<file path="config.mk">
export PLATFORM = sky130hd
export DESIGN_NAME = id_remap_top
export DESIGN_NICKNAME = d
export VERILOG_FILES = /design/src/hdl/id_remap_pkg.sv /design/src/hdl/id_remap_issue.sv /design/src/hdl/id_remap_table.sv /design/src/hdl/id_remap_top.sv
export VERILOG_INCLUDE_DIRS = /design/src /design/src/hdl
export SDC_FILE = /design/constraint.sdc
export NUM_CORES = 1
export LEC_CHECK = 0
export BUFFER_PORTS_ARGS = -buffer_cell sky130_fd_sc_hd__buf_4
export CAP_MARGIN = 0
export CORE_MARGIN = 4
export CORE_UTILIZATION = 46
export DETAILED_ROUTE_END_ITERATION = 10
export HOLD_SLACK_MARGIN = 0.1
export PLACE_DENSITY = 0.89
export SYNTH_ARGS = -nofsm -noshare
export SYNTH_HDL_FRONTEND = slang
export SYNTH_HIERARCHICAL = 1
export SYNTH_SLANG_ARGS = --single-unit
</file>
<file path="constraint.sdc">
create_clock -name clk_i -period 4.1 [get_ports clk_i]
set_clock_uncertainty 0.2 [all_clocks]
set_input_delay 0.615 -clock clk_i [delete_from_list [all_inputs] [get_ports clk_i]]
set_output_delay 0.615 -clock clk_i [all_outputs]
set_load 0.005 [all_outputs]
</file>
<file path="src/hdl/id_remap_consts.svh">
// Size constants of the AXI ID remapper, included by the package and by any file using the sizes.
`ifndef ID_REMAP_CONSTS_SVH
`define ID_REMAP_CONSTS_SVH

// Width of the wide, sparsely used IDs on the upstream side.
`define ID_REMAP_IN_ID_W 6

// Width of the narrow IDs on the downstream side.
// It must be at least the table index width, because the index is the output ID.
`define ID_REMAP_OUT_ID_W 3

// Number of table entries per direction.
// This is the number of distinct input IDs that may be in flight at once.
`define ID_REMAP_UNIQ_IDS 4
`define ID_REMAP_IDX_W 2

// In-flight transactions allowed per input ID, and the counter width that holds that number.
`define ID_REMAP_MAX_TXNS 3
`define ID_REMAP_CNT_W 2

// Payload widths that pass through unchanged.
`define ID_REMAP_ADDR_W 16
`define ID_REMAP_DATA_W 16

`endif

</file>
<file path="src/hdl/id_remap_pkg.sv">
// Shared types of the AXI ID remapper; modules and the testbench import them with a wildcard.
`default_nettype none

`include "id_remap_consts.svh"

package id_remap_pkg;

  // IDs on both sides of the remapper.
  typedef logic [`ID_REMAP_IN_ID_W-1:0]  in_id_t;
  typedef logic [`ID_REMAP_OUT_ID_W-1:0] out_id_t;

  // Table bookkeeping.
  // The index of an entry is also the narrow ID it is issued under.
  typedef logic [`ID_REMAP_IDX_W-1:0]    idx_t;
  typedef logic [`ID_REMAP_CNT_W-1:0]    cnt_t;
  typedef logic [`ID_REMAP_UNIQ_IDS-1:0] field_t;

  // Payload that travels through the remapper untouched.
  typedef logic [`ID_REMAP_ADDR_W-1:0]   addr_t;
  typedef logic [`ID_REMAP_DATA_W-1:0]   data_t;
  typedef logic [1:0]                    resp_t;

  // States of the per-direction issue controller.
  // In ISSUE_HOLD a request has been pushed but not yet accepted downstream.
  typedef enum logic {
    ISSUE_READY = 1'b0,
    ISSUE_HOLD  = 1'b1
  } issue_state_e;

endpackage

`default_nettype wire

</file>
<file path="src/hdl/id_remap_issue.sv">
// Issue controller of one direction: admits or stalls a request and holds its index downstream.
`timescale 1ns/1ps
`default_nettype none

module id_remap_issue
  import id_remap_pkg::*;
(
  input  logic clk_i,
  input  logic rst_n_i,
  // Upstream request valid and downstream ready.
  input  logic in_valid_i,
  input  logic out_ready_i,
  // Table lookup of the offered input ID.
  input  logic exists_i,
  input  idx_t exists_idx_i,
  input  logic exists_full_i,
  // Free entry search of the table.
  input  logic full_i,
  input  idx_t free_idx_i,
  // Handshake outputs on both sides.
  output logic in_ready_o,
  output logic out_valid_o,
  // Table push and the index the request is issued under.
  output logic push_o,
  output idx_t out_idx_o
);

  issue_state_e state_q;
  issue_state_e state_d;

  // Index of a request that was pushed but is still waiting for downstream ready.
  idx_t idx_q;
  idx_t idx_d;

  // Room for the request.
  // A known ID needs space in its own counter, a new ID needs a free entry.
  logic admit;

  assign admit = exists_i ? !exists_full_i : !full_i;

  always_comb begin
    state_d     = state_q;
    idx_d       = idx_q;
    in_ready_o  = 1'b0;
    out_valid_o = 1'b0;
    push_o      = 1'b0;
    out_idx_o   = idx_q;

    case (state_q)
      ISSUE_READY: begin
        if (in_valid_i && admit) begin
          // Reuse the index of an ID in flight so that its ordering is kept.
          out_idx_o   = exists_i ? exists_idx_i : free_idx_i;
          out_valid_o = 1'b1;
          // The push happens on the first offer, even if downstream is not ready yet.
          push_o      = 1'b1;
          in_ready_o  = out_ready_i;
          if (!out_ready_i) begin
            idx_d   = out_idx_o;
            state_d = ISSUE_HOLD;
          end
        end
      end

      ISSUE_HOLD: begin
        // Keep offering the pushed request with the same index until it is taken.
        // No lookup is considered here, so the table is not pushed twice.
        out_valid_o = 1'b1;
        in_ready_o  = out_ready_i;
        if (out_ready_i) begin
          state_d = ISSUE_READY;
        end
      end

      default: begin
        state_d = ISSUE_READY;
      end
    endcase
  end

  always_ff @(posedge clk_i or negedge rst_n_i) begin
    if (!rst_n_i) begin
      state_q <= ISSUE_READY;
    end else begin
      state_q <= state_d;
    end
  end

  // The held index is only read in ISSUE_HOLD, which is always entered with a fresh value.
  always_ff @(posedge clk_i) begin
    idx_q <= idx_d;
  end

endmodule

`default_nettype wire

</file>
<file path="src/hdl/id_remap_table.sv">
// Remap table of one direction: maps in-flight input IDs to table indexes and counts their bursts.
`timescale 1ns/1ps
`default_nettype none

`include "id_remap_consts.svh"

module id_remap_table
  import id_remap_pkg::*;
(
  input  logic   clk_i,
  input  logic   rst_n_i,
  // Push one transaction for an input ID under the given index.
  input  logic   push_i,
  input  in_id_t push_in_id_i,
  input  idx_t   push_idx_i,
  // Lookup of the input ID currently offered upstream.
  input  in_id_t lookup_in_id_i,
  // Pop one transaction when its last response is transferred.
  input  logic   pop_i,
  input  idx_t   pop_idx_i,
  // Free entry search.
  output logic   full_o,
  output idx_t   free_idx_o,
  // Lookup results.
  output logic   exists_o,
  output idx_t   exists_idx_o,
  output logic   exists_full_o,
  // Input ID stored under the popped index.
  output in_id_t pop_in_id_o
);

  // Each entry holds an input ID and the number of its transactions in flight.
  // An entry with a zero counter is free and its stored ID has no meaning.
  in_id_t id_q  [`ID_REMAP_UNIQ_IDS];
  cnt_t   cnt_q [`ID_REMAP_UNIQ_IDS];
  cnt_t   cnt_d [`ID_REMAP_UNIQ_IDS];

  // One bit per entry for the free search and for the ID match.
  field_t free;
  field_t match;

  always_comb begin
    for (int i = 0; i < `ID_REMAP_UNIQ_IDS; i++) begin
      free[i]  = (cnt_q[i] == '0);
      // Only busy entries can match, so a stale ID in a free entry is ignored.
      match[i] = (cnt_q[i] != '0) && (id_q[i] == lookup_in_id_i);
    end
  end

  // Lowest free index.
  // The scan runs downwards so that the lowest free entry is the last one written.
  always_comb begin
    free_idx_o = '0;
    for (int i = `ID_REMAP_UNIQ_IDS - 1; i >= 0; i--) begin
      if (free[i]) begin
        free_idx_o = idx_t'(i);
      end
    end
  end

  assign full_o = ~|free;

  // Index that already carries the looked-up ID.
  // At most one entry can match, because a known ID is always pushed to its own entry.
  always_comb begin
    exists_idx_o = '0;
    for (int i = `ID_REMAP_UNIQ_IDS - 1; i >= 0; i--) begin
      if (match[i]) begin
        exists_idx_o = idx_t'(i);
      end
    end
  end

  assign exists_o = |match;

  // The matched entry has reached its limit and cannot take another transaction.
  assign exists_full_o = exists_o &&
                         (cnt_q[exists_idx_o] == cnt_t'(`ID_REMAP_MAX_TXNS));

  // Responses carry the index back; the table turns it into the original input ID.
  assign pop_in_id_o = id_q[pop_idx_i];

  // Counter update.
  // A push and a pop to the same entry in one cycle leave its counter unchanged.
  always_comb begin
    for (int i = 0; i < `ID_REMAP_UNIQ_IDS; i++) begin
      cnt_d[i] = cnt_q[i];
      if (push_i && (push_idx_i == idx_t'(i))) begin
        cnt_d[i] = cnt_d[i] + cnt_t'(1);
      end
      if (pop_i && (pop_idx_i == idx_t'(i))) begin
        cnt_d[i] = cnt_d[i] - cnt_t'(1);
      end
    end
  end

  always_ff @(posedge clk_i or negedge rst_n_i) begin
    if (!rst_n_i) begin
      for (int i = 0; i < `ID_REMAP_UNIQ_IDS; i++) begin
        cnt_q[i] <= '0;
      end
    end else begin
      for (int i = 0; i < `ID_REMAP_UNIQ_IDS; i++) begin
        cnt_q[i] <= cnt_d[i];
      end
    end
  end

  // The input ID is written on every push.
  // For an entry that is already busy this rewrites the same value.
  always_ff @(posedge clk_i) begin
    if (push_i) begin
      id_q[push_idx_i] <= push_in_id_i;
    end
  end

endmodule

`default_nettype wire

</file>
<file path="src/hdl/id_remap_top.sv">
// Top level of the AXI ID remapper; connects upstream AR/R and AW/B to their downstream ports.
`timescale 1ns/1ps
`default_nettype none

`include "id_remap_consts.svh"

module id_remap_top
  import id_remap_pkg::*;
(
  input  logic    clk_i,
  input  logic    rst_n_i,
  // AR upstream.
  input  logic    ar_valid_i,
  output logic    ar_ready_o,
  input  in_id_t  ar_id_i,
  input  addr_t   ar_addr_i,
  // AR downstream.
  output logic    m_ar_valid_o,
  input  logic    m_ar_ready_i,
  output out_id_t m_ar_id_o,
  output addr_t   m_ar_addr_o,
  // AW upstream.
  input  logic    aw_valid_i,
  output logic    aw_ready_o,
  input  in_id_t  aw_id_i,
  input  addr_t   aw_addr_i,
  // AW downstream.
  output logic    m_aw_valid_o,
  input  logic    m_aw_ready_i,
  output out_id_t m_aw_id_o,
  output addr_t   m_aw_addr_o,
  // R downstream.
  input  logic    m_r_valid_i,
  output logic    m_r_ready_o,
  input  out_id_t m_r_id_i,
  input  data_t   m_r_data_i,
  input  resp_t   m_r_resp_i,
  input  logic    m_r_last_i,
  // R upstream.
  output logic    r_valid_o,
  input  logic    r_ready_i,
  output in_id_t  r_id_o,
  output data_t   r_data_o,
  output resp_t   r_resp_o,
  output logic    r_last_o,
  // B downstream.
  input  logic    m_b_valid_i,
  output logic    m_b_ready_o,
  input  out_id_t m_b_id_i,
  input  resp_t   m_b_resp_i,
  // B upstream.
  output logic    b_valid_o,
  input  logic    b_ready_i,
  output in_id_t  b_id_o,
  output resp_t   b_resp_o
);

  // Table and controller signals of the read direction.
  logic rd_full;
  idx_t rd_free_idx;
  logic rd_exists;
  idx_t rd_exists_idx;
  logic rd_exists_full;
  logic rd_push;
  idx_t rd_idx;
  logic rd_pop;

  // The same set for the write direction.
  logic wr_full;
  idx_t wr_free_idx;
  logic wr_exists;
  idx_t wr_exists_idx;
  logic wr_exists_full;
  logic wr_push;
  idx_t wr_idx;
  logic wr_pop;

  // Addresses pass through untouched.
  assign m_ar_addr_o = ar_addr_i;
  assign m_aw_addr_o = aw_addr_i;

  // Output IDs are the table index with zeros prepended.
  assign m_ar_id_o = {{(`ID_REMAP_OUT_ID_W - `ID_REMAP_IDX_W){1'b0}}, rd_idx};
  assign m_aw_id_o = {{(`ID_REMAP_OUT_ID_W - `ID_REMAP_IDX_W){1'b0}}, wr_idx};

  // Responses pass straight through apart from the ID, which the tables translate back.
  assign r_valid_o   = m_r_valid_i;
  assign m_r_ready_o = r_ready_i;
  assign r_data_o    = m_r_data_i;
  assign r_resp_o    = m_r_resp_i;
  assign r_last_o    = m_r_last_i;
  assign b_valid_o   = m_b_valid_i;
  assign m_b_ready_o = b_ready_i;
  assign b_resp_o    = m_b_resp_i;

  // A read burst completes with its last beat; a write completes with its single B.
  assign rd_pop = m_r_valid_i && r_ready_i && m_r_last_i;
  assign wr_pop = m_b_valid_i && b_ready_i;

  id_remap_table i_rd_table (
    .clk_i          (clk_i),
    .rst_n_i        (rst_n_i),
    .push_i         (rd_push),
    .push_in_id_i   (ar_id_i),
    .push_idx_i     (rd_idx),
    .lookup_in_id_i (ar_id_i),
    .pop_i          (rd_pop),
    .pop_idx_i      (m_r_id_i[`ID_REMAP_IDX_W-1:0]),
    .full_o         (rd_full),
    .free_idx_o     (rd_free_idx),
    .exists_o       (rd_exists),
    .exists_idx_o   (rd_exists_idx),
    .exists_full_o  (rd_exists_full),
    .pop_in_id_o    (r_id_o)
  );

  id_remap_table i_wr_table (
    .clk_i          (clk_i),
    .rst_n_i        (rst_n_i),
    .push_i         (wr_push),
    .push_in_id_i   (aw_id_i),
    .push_idx_i     (wr_idx),
    .lookup_in_id_i (aw_id_i),
    .pop_i          (wr_pop),
    .pop_idx_i      (m_b_id_i[`ID_REMAP_IDX_W-1:0]),
    .full_o         (wr_full),
    .free_idx_o     (wr_free_idx),
    .exists_o       (wr_exists),
    .exists_idx_o   (wr_exists_idx),
    .exists_full_o  (wr_exists_full),
    .pop_in_id_o    (b_id_o)
  );

  id_remap_issue i_rd_issue (
    .clk_i         (clk_i),
    .rst_n_i       (rst_n_i),
    .in_valid_i    (ar_valid_i),
    .out_ready_i   (m_ar_ready_i),
    .exists_i      (rd_exists),
    .exists_idx_i  (rd_exists_idx),
    .exists_full_i (rd_exists_full),
    .full_i        (rd_full),
    .free_idx_i    (rd_free_idx),
    .in_ready_o    (ar_ready_o),
    .out_valid_o   (m_ar_valid_o),
    .push_o        (rd_push),
    .out_idx_o     (rd_idx)
  );

  id_remap_issue i_wr_issue (
    .clk_i         (clk_i),
    .rst_n_i       (rst_n_i),
    .in_valid_i    (aw_valid_i),
    .out_ready_i   (m_aw_ready_i),
    .exists_i      (wr_exists),
    .exists_idx_i  (wr_exists_idx),
    .exists_full_i (wr_exists_full),
    .full_i        (wr_full),
    .free_idx_i    (wr_free_idx),
    .in_ready_o    (aw_ready_o),
    .out_valid_o   (m_aw_valid_o),
    .push_o        (wr_push),
    .out_idx_o     (wr_idx)
  );

endmodule

`default_nettype wire

</file>
==> results of run 1 <==
==> layout make-up <==
cell class / instances / area [µm²] / area share
Sequential cell: 70 / 2013 / 0.4082
Multi-Input combinational cell: 237 / 1929 / 0.3912
Timing Repair Buffer: 64 / 495.5 / 0.1005
Tap cell: 129 / 161.4 / 0.03272
Clock buffer: 9 / 123.9 / 0.02511
Clock inverter: 6 / 111.4 / 0.02258
Inverter: 26 / 97.59 / 0.01979
==> where the power goes <==
part | switching, mW | internal [mW] | total, mW
clock | 0.259 | 0.401 | 0.660
combinational | 0.572 | 0.531 | 1.10
sequential | 0.120 | 0.957 | 1.08
==> cells by family after synthesis <==
| kind of cell | Yosys count | synth area share |
|---|---|---|
| AOI/OAI and AO/OA | 28 | 0.04000 |
| xor gates and xnor gates | 73 | 0.1429 |
| adders and majority gates | 8 | 0.02238 |
| buffers and inverters | 89 | 0.1242 |
| DFF | 70 | 0.4498 |
| muxes | 23 | 0.08727 |
| other | 1 | 0.0008384 |
| and+or+nand+nor | 103 | 0.1326 |
==> per-layer routing <==
metal	vias to the layer above	track usage
met1	1415	0.2071
li1	1357	-
met5	-	0
met2	137	0.2873
met3	43	0.03913
met4	0	0.09498
==> Yosys cell counts (2+ instances only) <==
cell,n
a21oi_1,10
and2_1,4
and3_1,3
buf_4,59
clkbuf_1,4
dfrtp_1,18
edfxtp_1,52
ha_1,8
inv_1,26
mux2_2,8
mux2i_1,3
mux4_2,12
nand2_1,10
nand3_1,13
nand3b_1,8
nand4_1,4
nor2_1,26
nor2b_1,3
nor3_1,7
nor3b_1,4
nor4_1,8
nor4_4,2
o21ai_0,6
or2_2,2
or3_1,2
or4_1,2
or4_4,2
xnor2_1,34
xor2_1,39
==> repair_timing <==
item / CTS / global route
endpoints found under the setup margin: 2 / 7
pin swaps: 2 / 4
hold buffers: 1 / 0
buffers inserted: 3 / 3
hold endpoints to repair: 18 / 0
gates resized for setup: 0 / 5
gates cloned: 0 / 0
==> cell usage in the layout, fill, tap and decap left out, types with 2 or more instances in the layout <==
| master | synthesis | routed |
|---|---|---|
| nor4_4 | 2 | 2 |
| mux2i_1 | 3 | 2 |
| and3_1 | 3 | 3 |
| mux4_2 | 12 | 12 |
| or4_4 | 2 | 3 |
| or3_1 | 2 | 2 |
| ha_1 | 8 | 8 |
| and2_1 | 4 | 4 |
| bufinv_16 | 0 | 3 |
| conb_1 | 1 | 2 |
| nor3b_1 | 4 | 3 |
| nand2_1 | 10 | 10 |
| mux2_2 | 8 | 6 |
| nor2b_1 | 3 | 3 |
| o21ai_0 | 6 | 6 |
| mux2_4 | 0 | 2 |
| nor3_1 | 7 | 7 |
| edfxtp_1 | 52 | 52 |
| nand3b_1 | 8 | 8 |
| buf_4 | 59 | 62 |
| nor3b_2 | 1 | 2 |
| nor2_1 | 26 | 26 |
| xnor2_1 | 34 | 34 |
| a21oi_1 | 10 | 10 |
| nand4_1 | 4 | 4 |
| nand3_1 | 13 | 13 |
| nor4_1 | 8 | 8 |
| inv_1 | 26 | 26 |
| xor2_1 | 39 | 39 |
| dfrtp_1 | 18 | 17 |
| clkbuf_8 | 0 | 9 |
| or2_2 | 2 | 2 |
==> final timing paths <==
| check | to | depth (start not counted) | slack, ns | start |
|---|---|---|---|---|
| setup reg to reg | i_rd_table/cnt_q[7] | 16 | 0.24 | i_rd_table/cnt_q[5] |
| hold / removal | i_wr_issue/state_q | 2 | 0.25 | m_aw_ready_i |
| max in group asynchronous | i_wr_table/cnt_q[0] | 2 | 3.02 | rst_n_i |
| hold reg to reg | i_wr_table/cnt_q[0] | 1 | 0.33 | i_wr_table/cnt_q[0] |
| setup / recovery | m_ar_id_o[1] | 11 | 0.14 | i_rd_table/cnt_q[5] |
| min in group asynchronous | i_wr_table/cnt_q[3] | 2 | 0.47 | rst_n_i |
==> sequential cells by signal, summed over array words and instances, names as in the netlist <==
signal / count
i_rd_table/cnt_q: 8
i_wr_table/cnt_q: 8
i_rd_table/id_q: 24
i_wr_table/id_q: 24
i_rd_issue/idx_q: 2
i_rd_issue/state_q: 1
i_wr_issue/state_q: 1
i_wr_issue/idx_q: 2
==> per-stage QoR <==
step	setup TNS, ns	hold WS, ns
after floorplan	0	0.1194
after global placement	0	0.2990
after detailed placement	0	0.2995
after CTS	0	0.2348
after global routing	-0.03316	0.2420
final	0	0.2457
==> impl_metrics.ini, run 1 <==
[run_status]
outcome = finished, final reports clean

[global_routing]
grt_usage = 0.1726
antenna_found_initial = 0
grt_pass1_vias = 3105
globalRouteOverflowTotal = 0
grt_pass1_wl_mm = 15.45
grt_max_degree = 19

[worst_setup_path]
cp_cell_sequence = inv_1 -> ha_1 -> or4_4 -> nor4_4 -> buf_4 -> o41a_1 -> a32oi_1 -> mux2i_1 -> nand3b_1 -> mux2_4 -> buf_4
crit_path_max_incr_delay_ns = 0.57
start_kind = flip-flop
crit_required_ns = 3.28
critPathBufInv = 3
crit_fanout = 6
path_common_cell = buf_4
crit_type = flip-flop to output port
slowest_stage = or4_4
crit_family = simple AND/OR/NAND/NOR gates
critPathCaptureType = output port
cp.arrival_ns = 3.14

[placement]
pre_cts_ws_ns = 0.04550
placed_area_mm2 = 0.004626
routabilityCongestion = 0.8818
dp_hpwl_mm = 7.215
dpl.cell_count = 519
numPortBuffers = 51

[floorplan]
ioPinCount = 160
die_h_um = 106.6
core_area_mm2 = 0.009371
die_w_um = 106.6
dieArea_mm2 = 0.01137
floorplan.initialDensity = 0.4773
row_count = 35

[clocking]
cts_num_sinks = 70
cts_made_buffers = 9
cts_tree = done
clock_path_buffers = 2
root_buffer = clkbuf_8
htree_levels = 3
clkLatencyLatePin_ns = 0.34
clk_pin_slew_ns = 0.07

[route]
routed_wl_mm = 9.621
dr.pass1.iters = 4
ant_nets = 0
top_layer = met4
met1Wirelength_mm = 3.742
drc_errors = 0
wl_met3_um = 782
vias = 2952
drt_iter0_drc = 224
post_drt_wl_per_cell_um = 17.78
wl_met2_mm = 4.811
viasPerCell = 5.457

[logic_synthesis]
synth.distinct_cells = 45
async_reset_ff_frac = 0.2571
synthCells = 395
synth-seq-cells = 70
ys.flop_type = edfxtp_1
synthTopCellsByArea = edfxtp_1 (35%), dfrtp_1 (10%), buf_4 (9.9%)
synth_edf_count = 52
synth_top_area_cell = edfxtp_1
syn_area_mm2 = 0.004473
yosys_warnings = 6
synth_area_per_cell_um2 = 11.32
yosysTopAreaCellShare = 0.3491
ys_seq_area_frac = 0.4498

[layout]
nets = 497
layout.cells.non_filler = 541
diodes = 0
fill_cells = 771
final_area_mm2 = 0.004932
drive_gt1_frac = 0.2646
final_util = 0.5263
syn_to_final_growth_pct = 10.27

[sta]
fin_crit_sh = 0.9654
setup_viol = 0
max_freq_mhz = 252.6
finalCriticalPeriod_ns = 3.958
worst_pin_slew_ns = 0.6034
fin_ws_ns = 0.1417
maxSlewViolCount = 0
max_slew_margin = 0.5968
hold_viol_final = 0

[power]
powerDensity_mw_per_mm2 = 576.0
p_total_mw = 2.841
vdd_drop_max_v = 0.0002400
p_leak_nw = 1.924

[run]
maxCapViolations = 0

[worst_hold_path]
hold_path.class = input pin to flip-flop
Note: power is estimated with default switching activity, not from simulation.
==> run 2: changes to the inputs <==
--- a/config.mk
+++ b/config.mk
@@ -14,6 +14,5 @@
 export HOLD_SLACK_MARGIN = 0.1
-export PLACE_DENSITY = 0.89
+export PLACE_DENSITY = 0.88
 export SYNTH_ARGS = -nofsm -noshare
 export SYNTH_HDL_FRONTEND = slang
-export SYNTH_HIERARCHICAL = 1
 export SYNTH_SLANG_ARGS = --single-unit
==> constraint.sdc (replaced) <==
create_clock -name clk_i -period 4.1 [get_ports clk_i]
set_clock_uncertainty 0.2 [all_clocks]
set_input_delay 0.41 -clock clk_i [delete_from_list [all_inputs] [get_ports clk_i]]
set_output_delay 0.41 -clock clk_i [all_outputs]
set_load 0.005 [all_outputs]
==> run 2 against run 1 <==
Effect of this change: flip-flop and latch count did not move; sequential share of layout area fell by 0.087 points; maximum frequency rose by 12%; sequential power barely moved; register-to-register slack improved by 0.63 ns; non-clock buffer count fell by 3; utilization fell by 1.9 points; largest cell class unchanged; highest routed layer unchanged.
==> impl_metrics.ini, run 2 <==
[layout]
fill_cells = 855
final_area_mm2 = 0.004940
final_util = 0.5077
drive_gt1_frac = 0.2264
nets = 508
layout_common_cells = edfxtp_1 (52), buf_4 (52), xor2_1 (35)
syn_to_final_growth_pct = 8.105
top_regs = i_rd_table.id_q: 24 flops, i_wr_table.id_q: 24 flops
diodes = 0
layout.cells.non_filler = 557

[route]
vias = 3014
drt_iter0_drc = 133
ant_nets = 0
dr.pass1.iters = 4
viasPerCell = 5.411
post_drt_wl_per_cell_um = 17.50
routed_wl_mm = 9.750
drc_errors = 0

[worst_setup_path]
crit_path_max_incr_delay_ns = 0.54
worstSetupStartpoint = aw_id_i[2]
critPathCaptureType = output port
cp.arrival_ns = 2.92
path_common_cell = buf_4
crit_required_ns = 3.49
slowest_stage = dlygate4sd3_1
start_kind = input pin
critPathBufInv = 3
cp_cell_sequence = dlygate4sd3_1 -> buf_4 -> xor2_1 -> nor3_1 -> and4_1 -> o31ai_2 -> a22oi_2 -> mux2_2 -> buf_4
crit_type = input pin to output port
crit_fanout = 8
crit_family = buffers and inverters
r2r-start = i_wr_table.cnt_q[4]

[clocking]
htree_levels = 3
clk_pin_slew_ns = 0.07
post-cts-setup-buffer-count = 0
root_buffer = clkbuf_8
cts_tree = done
cts_num_sinks = 70
hold_buffers = 6
cts_made_buffers = 9
cts_resized = 0
clock_path_buffers = 2
clkLatencyLatePin_ns = 0.35

[sta]
max_freq_mhz = 283.1
setup_tns_ns = 0
max_slew_margin = 0.4198
maxSlewViolCount = 0
hold_viol_final = 0
rsz0062_at_grt = no
worst_pin_slew_ns = 0.8664
hold_ws_ns = 0.1239
setup_viol = 0
fin_crit_sh = 0.8615
finalCriticalPeriod_ns = 3.532

[global_routing]
grt_pass1_wl_mm = 15.68
grt_use_met2 = 0.3131
grt_pass1_vias = 3207
grt_max_degree = 19
globalRouteOverflowTotal = 0
antenna_found_initial = 0
gr-usage-met3 = 0.06239
grtUsageMet1 = 0.1902
top_usage_layer = met2
grt_usage = 0.1749

[worst_hold_path]
hold_start = ar_id_i[2]
hold_path.class = input pin to flip-flop

[floorplan]
core_area_mm2 = 0.009729
ioPinCount = 160
row_count = 36
dieArea_mm2 = 0.01159
floorplan.initialDensity = 0.4697
die_h_um = 107.7
die_w_um = 107.7

[logic_synthesis]
synthCells = 412
syn_area_mm2 = 0.004569
yosys_warnings = 0
synthTopCellsByCount = buf_4 (59), edfxtp_1 (52), xor2_1 (35)
yosysMostFrequentCell = buf_4
synthTopCellsByArea = edfxtp_1 (34%), dfrtp_1 (9.9%), buf_4 (9.7%)
async_reset_ff_frac = 0.2571
yosysTopAreaCellShare = 0.3417
synth-seq-cells = 70
synth_top_area_cell = edfxtp_1
ys.flop_type = edfxtp_1
ys_seq_area_frac = 0.4403
synth_edf_count = 52
synth_area_per_cell_um2 = 11.09
synth.distinct_cells = 59

[run]
maxCapViolations = 0

[power]
power_frac_comb = 0.392
switching_power_uw = 922.1
powerDensity_mw_per_mm2 = 533.9
clkPwrFrac = 0.210
seqPwrFrac = 0.398
swShare = 0.3496
p_leak_nw = 1.968
intPower_mw = 1.715
vdd_drop_max_v = 0.0003834

[run_status]
outcome = finished, final reports clean

[placement]
dp_hpwl_mm = 7.317
routabilityCongestion = 0.8714
placed_area_mm2 = 0.004658
dpl.cell_count = 532
numPortBuffers = 51
run 2: cell types whose count changed after synthesis, sizes merged, moves of 5 or more:
cell    change
nand2      +15
mux2i       +8
nand3       -8
nand3b      -7
mux2        -6
nor3        +5
run 2: layer usage:
metal	wire [µm]	share of wire
met1	3723	0.38
met2	5030	0.52
met3	786	0.081
met4	210	0.022
met5	0	0
run 2: worst paths after layout:
check / to / slack [ns] / depth (start not counted)
setup / recovery: m_aw_id_o[0] / 0.57 / 9
hold / removal: i_rd_table.id_q[1][2] / 0.12 / 1
setup reg to reg: i_wr_table.cnt_q[5] / 0.87 / 9
hold reg to reg: i_wr_issue.state_q / 0.34 / 2
max in group asynchronous: i_rd_table.cnt_q[4] / 3.20 / 2
min in group asynchronous: i_wr_issue.state_q / 0.28 / 2
run 2: through the flow:
step                      setup slack (ns)  power [mW]
after floorplan                      1.395       1.808
after global placement              0.9509       2.018
after detailed placement            0.8324       2.089
after CTS                           0.5993       2.645
after global routing                0.4051       2.809
final                               0.5678       2.638
run 2: layout make-up:
cell class / instances / area (µm²) / share of cell area
Sequential cell: 70 / 2012 / 0.4073
Tap cell: 133 / 166.4 / 0.03369
Timing Repair Buffer: 61 / 480.5 / 0.09726
Clock inverter: 5 / 50.05 / 0.01013
Inverter: 30 / 112.6 / 0.02280
Clock buffer: 11 / 141.4 / 0.02862
Multi-Input combinational cell: 247 / 1977 / 0.4002
run 2: worst register-to-register path: cells and delay by family, from the launching register on:
| kind | cells | cell delay [ns] |
|---|---|---|
| flops | 1 | 0.38 |
| buf+inv | 1 | 0.10 |
| simple gates | 4 | 1.65 |
| fa+ha+maj | 1 | 0.27 |
| compound gates | 3 | 0.53 |
run 2: power by group through the flow:
stage                     clock network (mW)  logic (mW)  registers [mW]
after floorplan                            0       0.776            1.03
after global placement                     0       0.967            1.05
after detailed placement                   0        1.03            1.06
after CTS                              0.561        1.04            1.05
after global routing                   0.592        1.15            1.07
final                                  0.553        1.03            1.05
run 2: logic make-up (layout without fill, tap and decap cells):
family          after synthesis  after routing  synth area share
compound gates               41             41           0.06599
xor+xnor                     68             68            0.1303
fa+ha+maj                     8              8           0.02191
buf+inv                      96            107            0.1279
flops                        70             70            0.4403
mux                          25             25           0.08899
other cells                   1              2         0.0008207
simple gates                103            103            0.1238
==> run 3: changes to the inputs <==
- RECOVER_POWER: unset -> 100
==> run 3 against run 2 <==
Effect of this change: die area stayed put; hold slack better by 0.016 ns; maximum frequency is 3.8% lower; first-iteration DRC count is 17% higher; non-clock buffer count stayed put; clock power hardly changed; total power is 0.97% lower; routed wire length is 0.11% lower; setup slack worse by 0.14 ns; largest power group unchanged; utilization is 0.90 points lower; critical path depth stayed put.
==> impl_metrics.ini, run 3 (same netlist as run 2, synthesis figures left out) <==
[run_status]
outcome = finished, final reports clean

[layout]
nets = 508
diodes = 0
syn_to_final_growth_pct = 6.188
final_common_cell = edfxtp_1
drive_gt1_frac = 0.1722
final_area_mm2 = 0.004852
top_regs = i_rd_table.id_q: 24 flops, i_wr_table.id_q: 24 flops
layout_common_cells = edfxtp_1 (52), xor2_1 (35), xnor2_1 (33)

[placement]
placed_area_mm2 = 0.004658
routabilityCongestion = 0.8714
numPortBuffers = 51
dp_hpwl_mm = 7.317

[sta]
max_freq_mhz = 272.5
max_slew_margin = 0.2667
fin_crit_sh = 0.8952
worst_pin_slew_ns = 1.100
hold_viol_final = 0
setup_tns_ns = 0
hold_ws_ns = 0.1401
setup_viol = 0
finalCriticalPeriod_ns = 3.670
maxSlewViolCount = 0
rsz0062_at_grt = no

[clocking]
clkLatencyLatePin_ns = 0.35
cts_made_buffers = 9
clk_pin_slew_ns = 0.08
htree_levels = 3
post-cts-setup-buffer-count = 0
clock_path_buffers = 2
root_buffer = clkbuf_8
cts_tree = done
cts_resized = 0
cts_num_sinks = 70

[worst_hold_path]
hold_path.class = input pin to flip-flop

[worst_setup_path]
regToRegSetupSlack_ns = 0.84
crit_fanout = 8
critPathCaptureType = output port
crit_required_ns = 3.49
cp.arrival_ns = 3.06
crit_type = input pin to output port
start_kind = input pin

[route]
dr.pass1.iters = 4
vias = 3003
routed_wl_mm = 9.739
drt_iter0_drc = 156
drc_errors = 0
viasPerCell = 5.391
post_drt_wl_per_cell_um = 17.48
ant_nets = 0

[power]
powerDensity_mw_per_mm2 = 538.3
power_frac_comb = 0.387
switching_power_uw = 916.1
vdd_drop_max_v = 0.0003811
swShare = 0.3507
intPower_mw = 1.696
clkPwrFrac = 0.211
seqPwrFrac = 0.402
p_leak_nw = 1.885

[global_routing]
grt_pass1_wl_mm = 15.68
grt_usage = 0.1749
globalRouteOverflowTotal = 0
grt_max_degree = 19
grt_pass1_vias = 3207
antenna_found_initial = 0

[floorplan]
core_area_mm2 = 0.009729
die_w_um = 107.7
row_count = 36
die_h_um = 107.7
ioPinCount = 160
dieArea_mm2 = 0.01159
floorplan.initialDensity = 0.4697

[run]
maxCapViolations = 0
-- run 3: cell types whose count changed in the layout (fill, tap and decap cells not counted), sizes merged --
cell / previous run / this run
buf: 52 / 13
clkbuf: 11 / 50
-- run 3: layer usage --
metal	vias up	part of all wire	wire, µm	track usage
li1	1395	-	-	-
met1	1441	0.37	3631	0.1902
met2	141	0.53	5127	0.3131
met3	26	0.085	831	0.06239
met4	0	0.015	148	0.06132
met5	-	0	0	0
-- run 3: final timing paths --
path	startpoint	endpoint	depth (start not counted)
worst max-delay path	aw_id_i[2]	m_aw_id_o[0]	9
worst min-delay path	aw_valid_i	i_wr_issue.state_q	3
worst max register to register	i_wr_table.cnt_q[3]	i_wr_table.id_q[2][2]	8
worst min register to register	i_wr_issue.state_q	i_wr_issue.state_q	2
max in group asynchronous	rst_n_i	i_rd_table.cnt_q[4]	2
min in group asynchronous	rst_n_i	i_wr_issue.state_q	2
-- run 3: through the flow --
stage	utilization	total power, mW	cells	worst slack [ns]
floorplan	-	1.808	413	1.395
global placement	0.4788	2.018	532	0.9509
detailed placement	0.4788	2.089	532	0.8324
CTS	0.5046	2.645	554	0.5993
global route	0.4987	2.786	557	0.2089
finish	0.4987	2.612	557	0.4298
-- run 3: power by group through the flow --
stage	logic [mW]	clock network [mW]	registers, mW
after floorplan	0.776	0	1.03
after global routing	1.13	0.592	1.07
after CTS	1.04	0.561	1.05
after global placement	0.967	0	1.05
after detailed placement	1.03	0	1.06
final	1.01	0.551	1.05
-- run 3: worst max-delay path: stages --
cell and delay (ns):
dlygate4sd3_1 0.52, clkbuf_1 0.32, xor2_1 0.13, nor3_1 0.48, and4_1 0.30, o31ai_2 0.09, a22oi_2 0.30, mux2_2 0.37
clkbuf_4 0.14
-- run 3: repair_timing --
item / CTS / global route
endpoints found under the hold margin: 28 / 6
hold buffers: 6 / 3
endpoints found under the setup margin: 0 / 0
-- run 3: area by class of cell --
cell class | count | area [µm²]
Tap cell | 133 | 166.4
Clock buffer | 11 | 141.4
Timing Repair Buffer | 61 | 401.6
Multi-Input combinational cell | 247 | 1968
Sequential cell | 70 | 2012
Clock inverter | 5 | 50.05
Inverter | 30 | 112.6
Fill cell | 871 | 4877
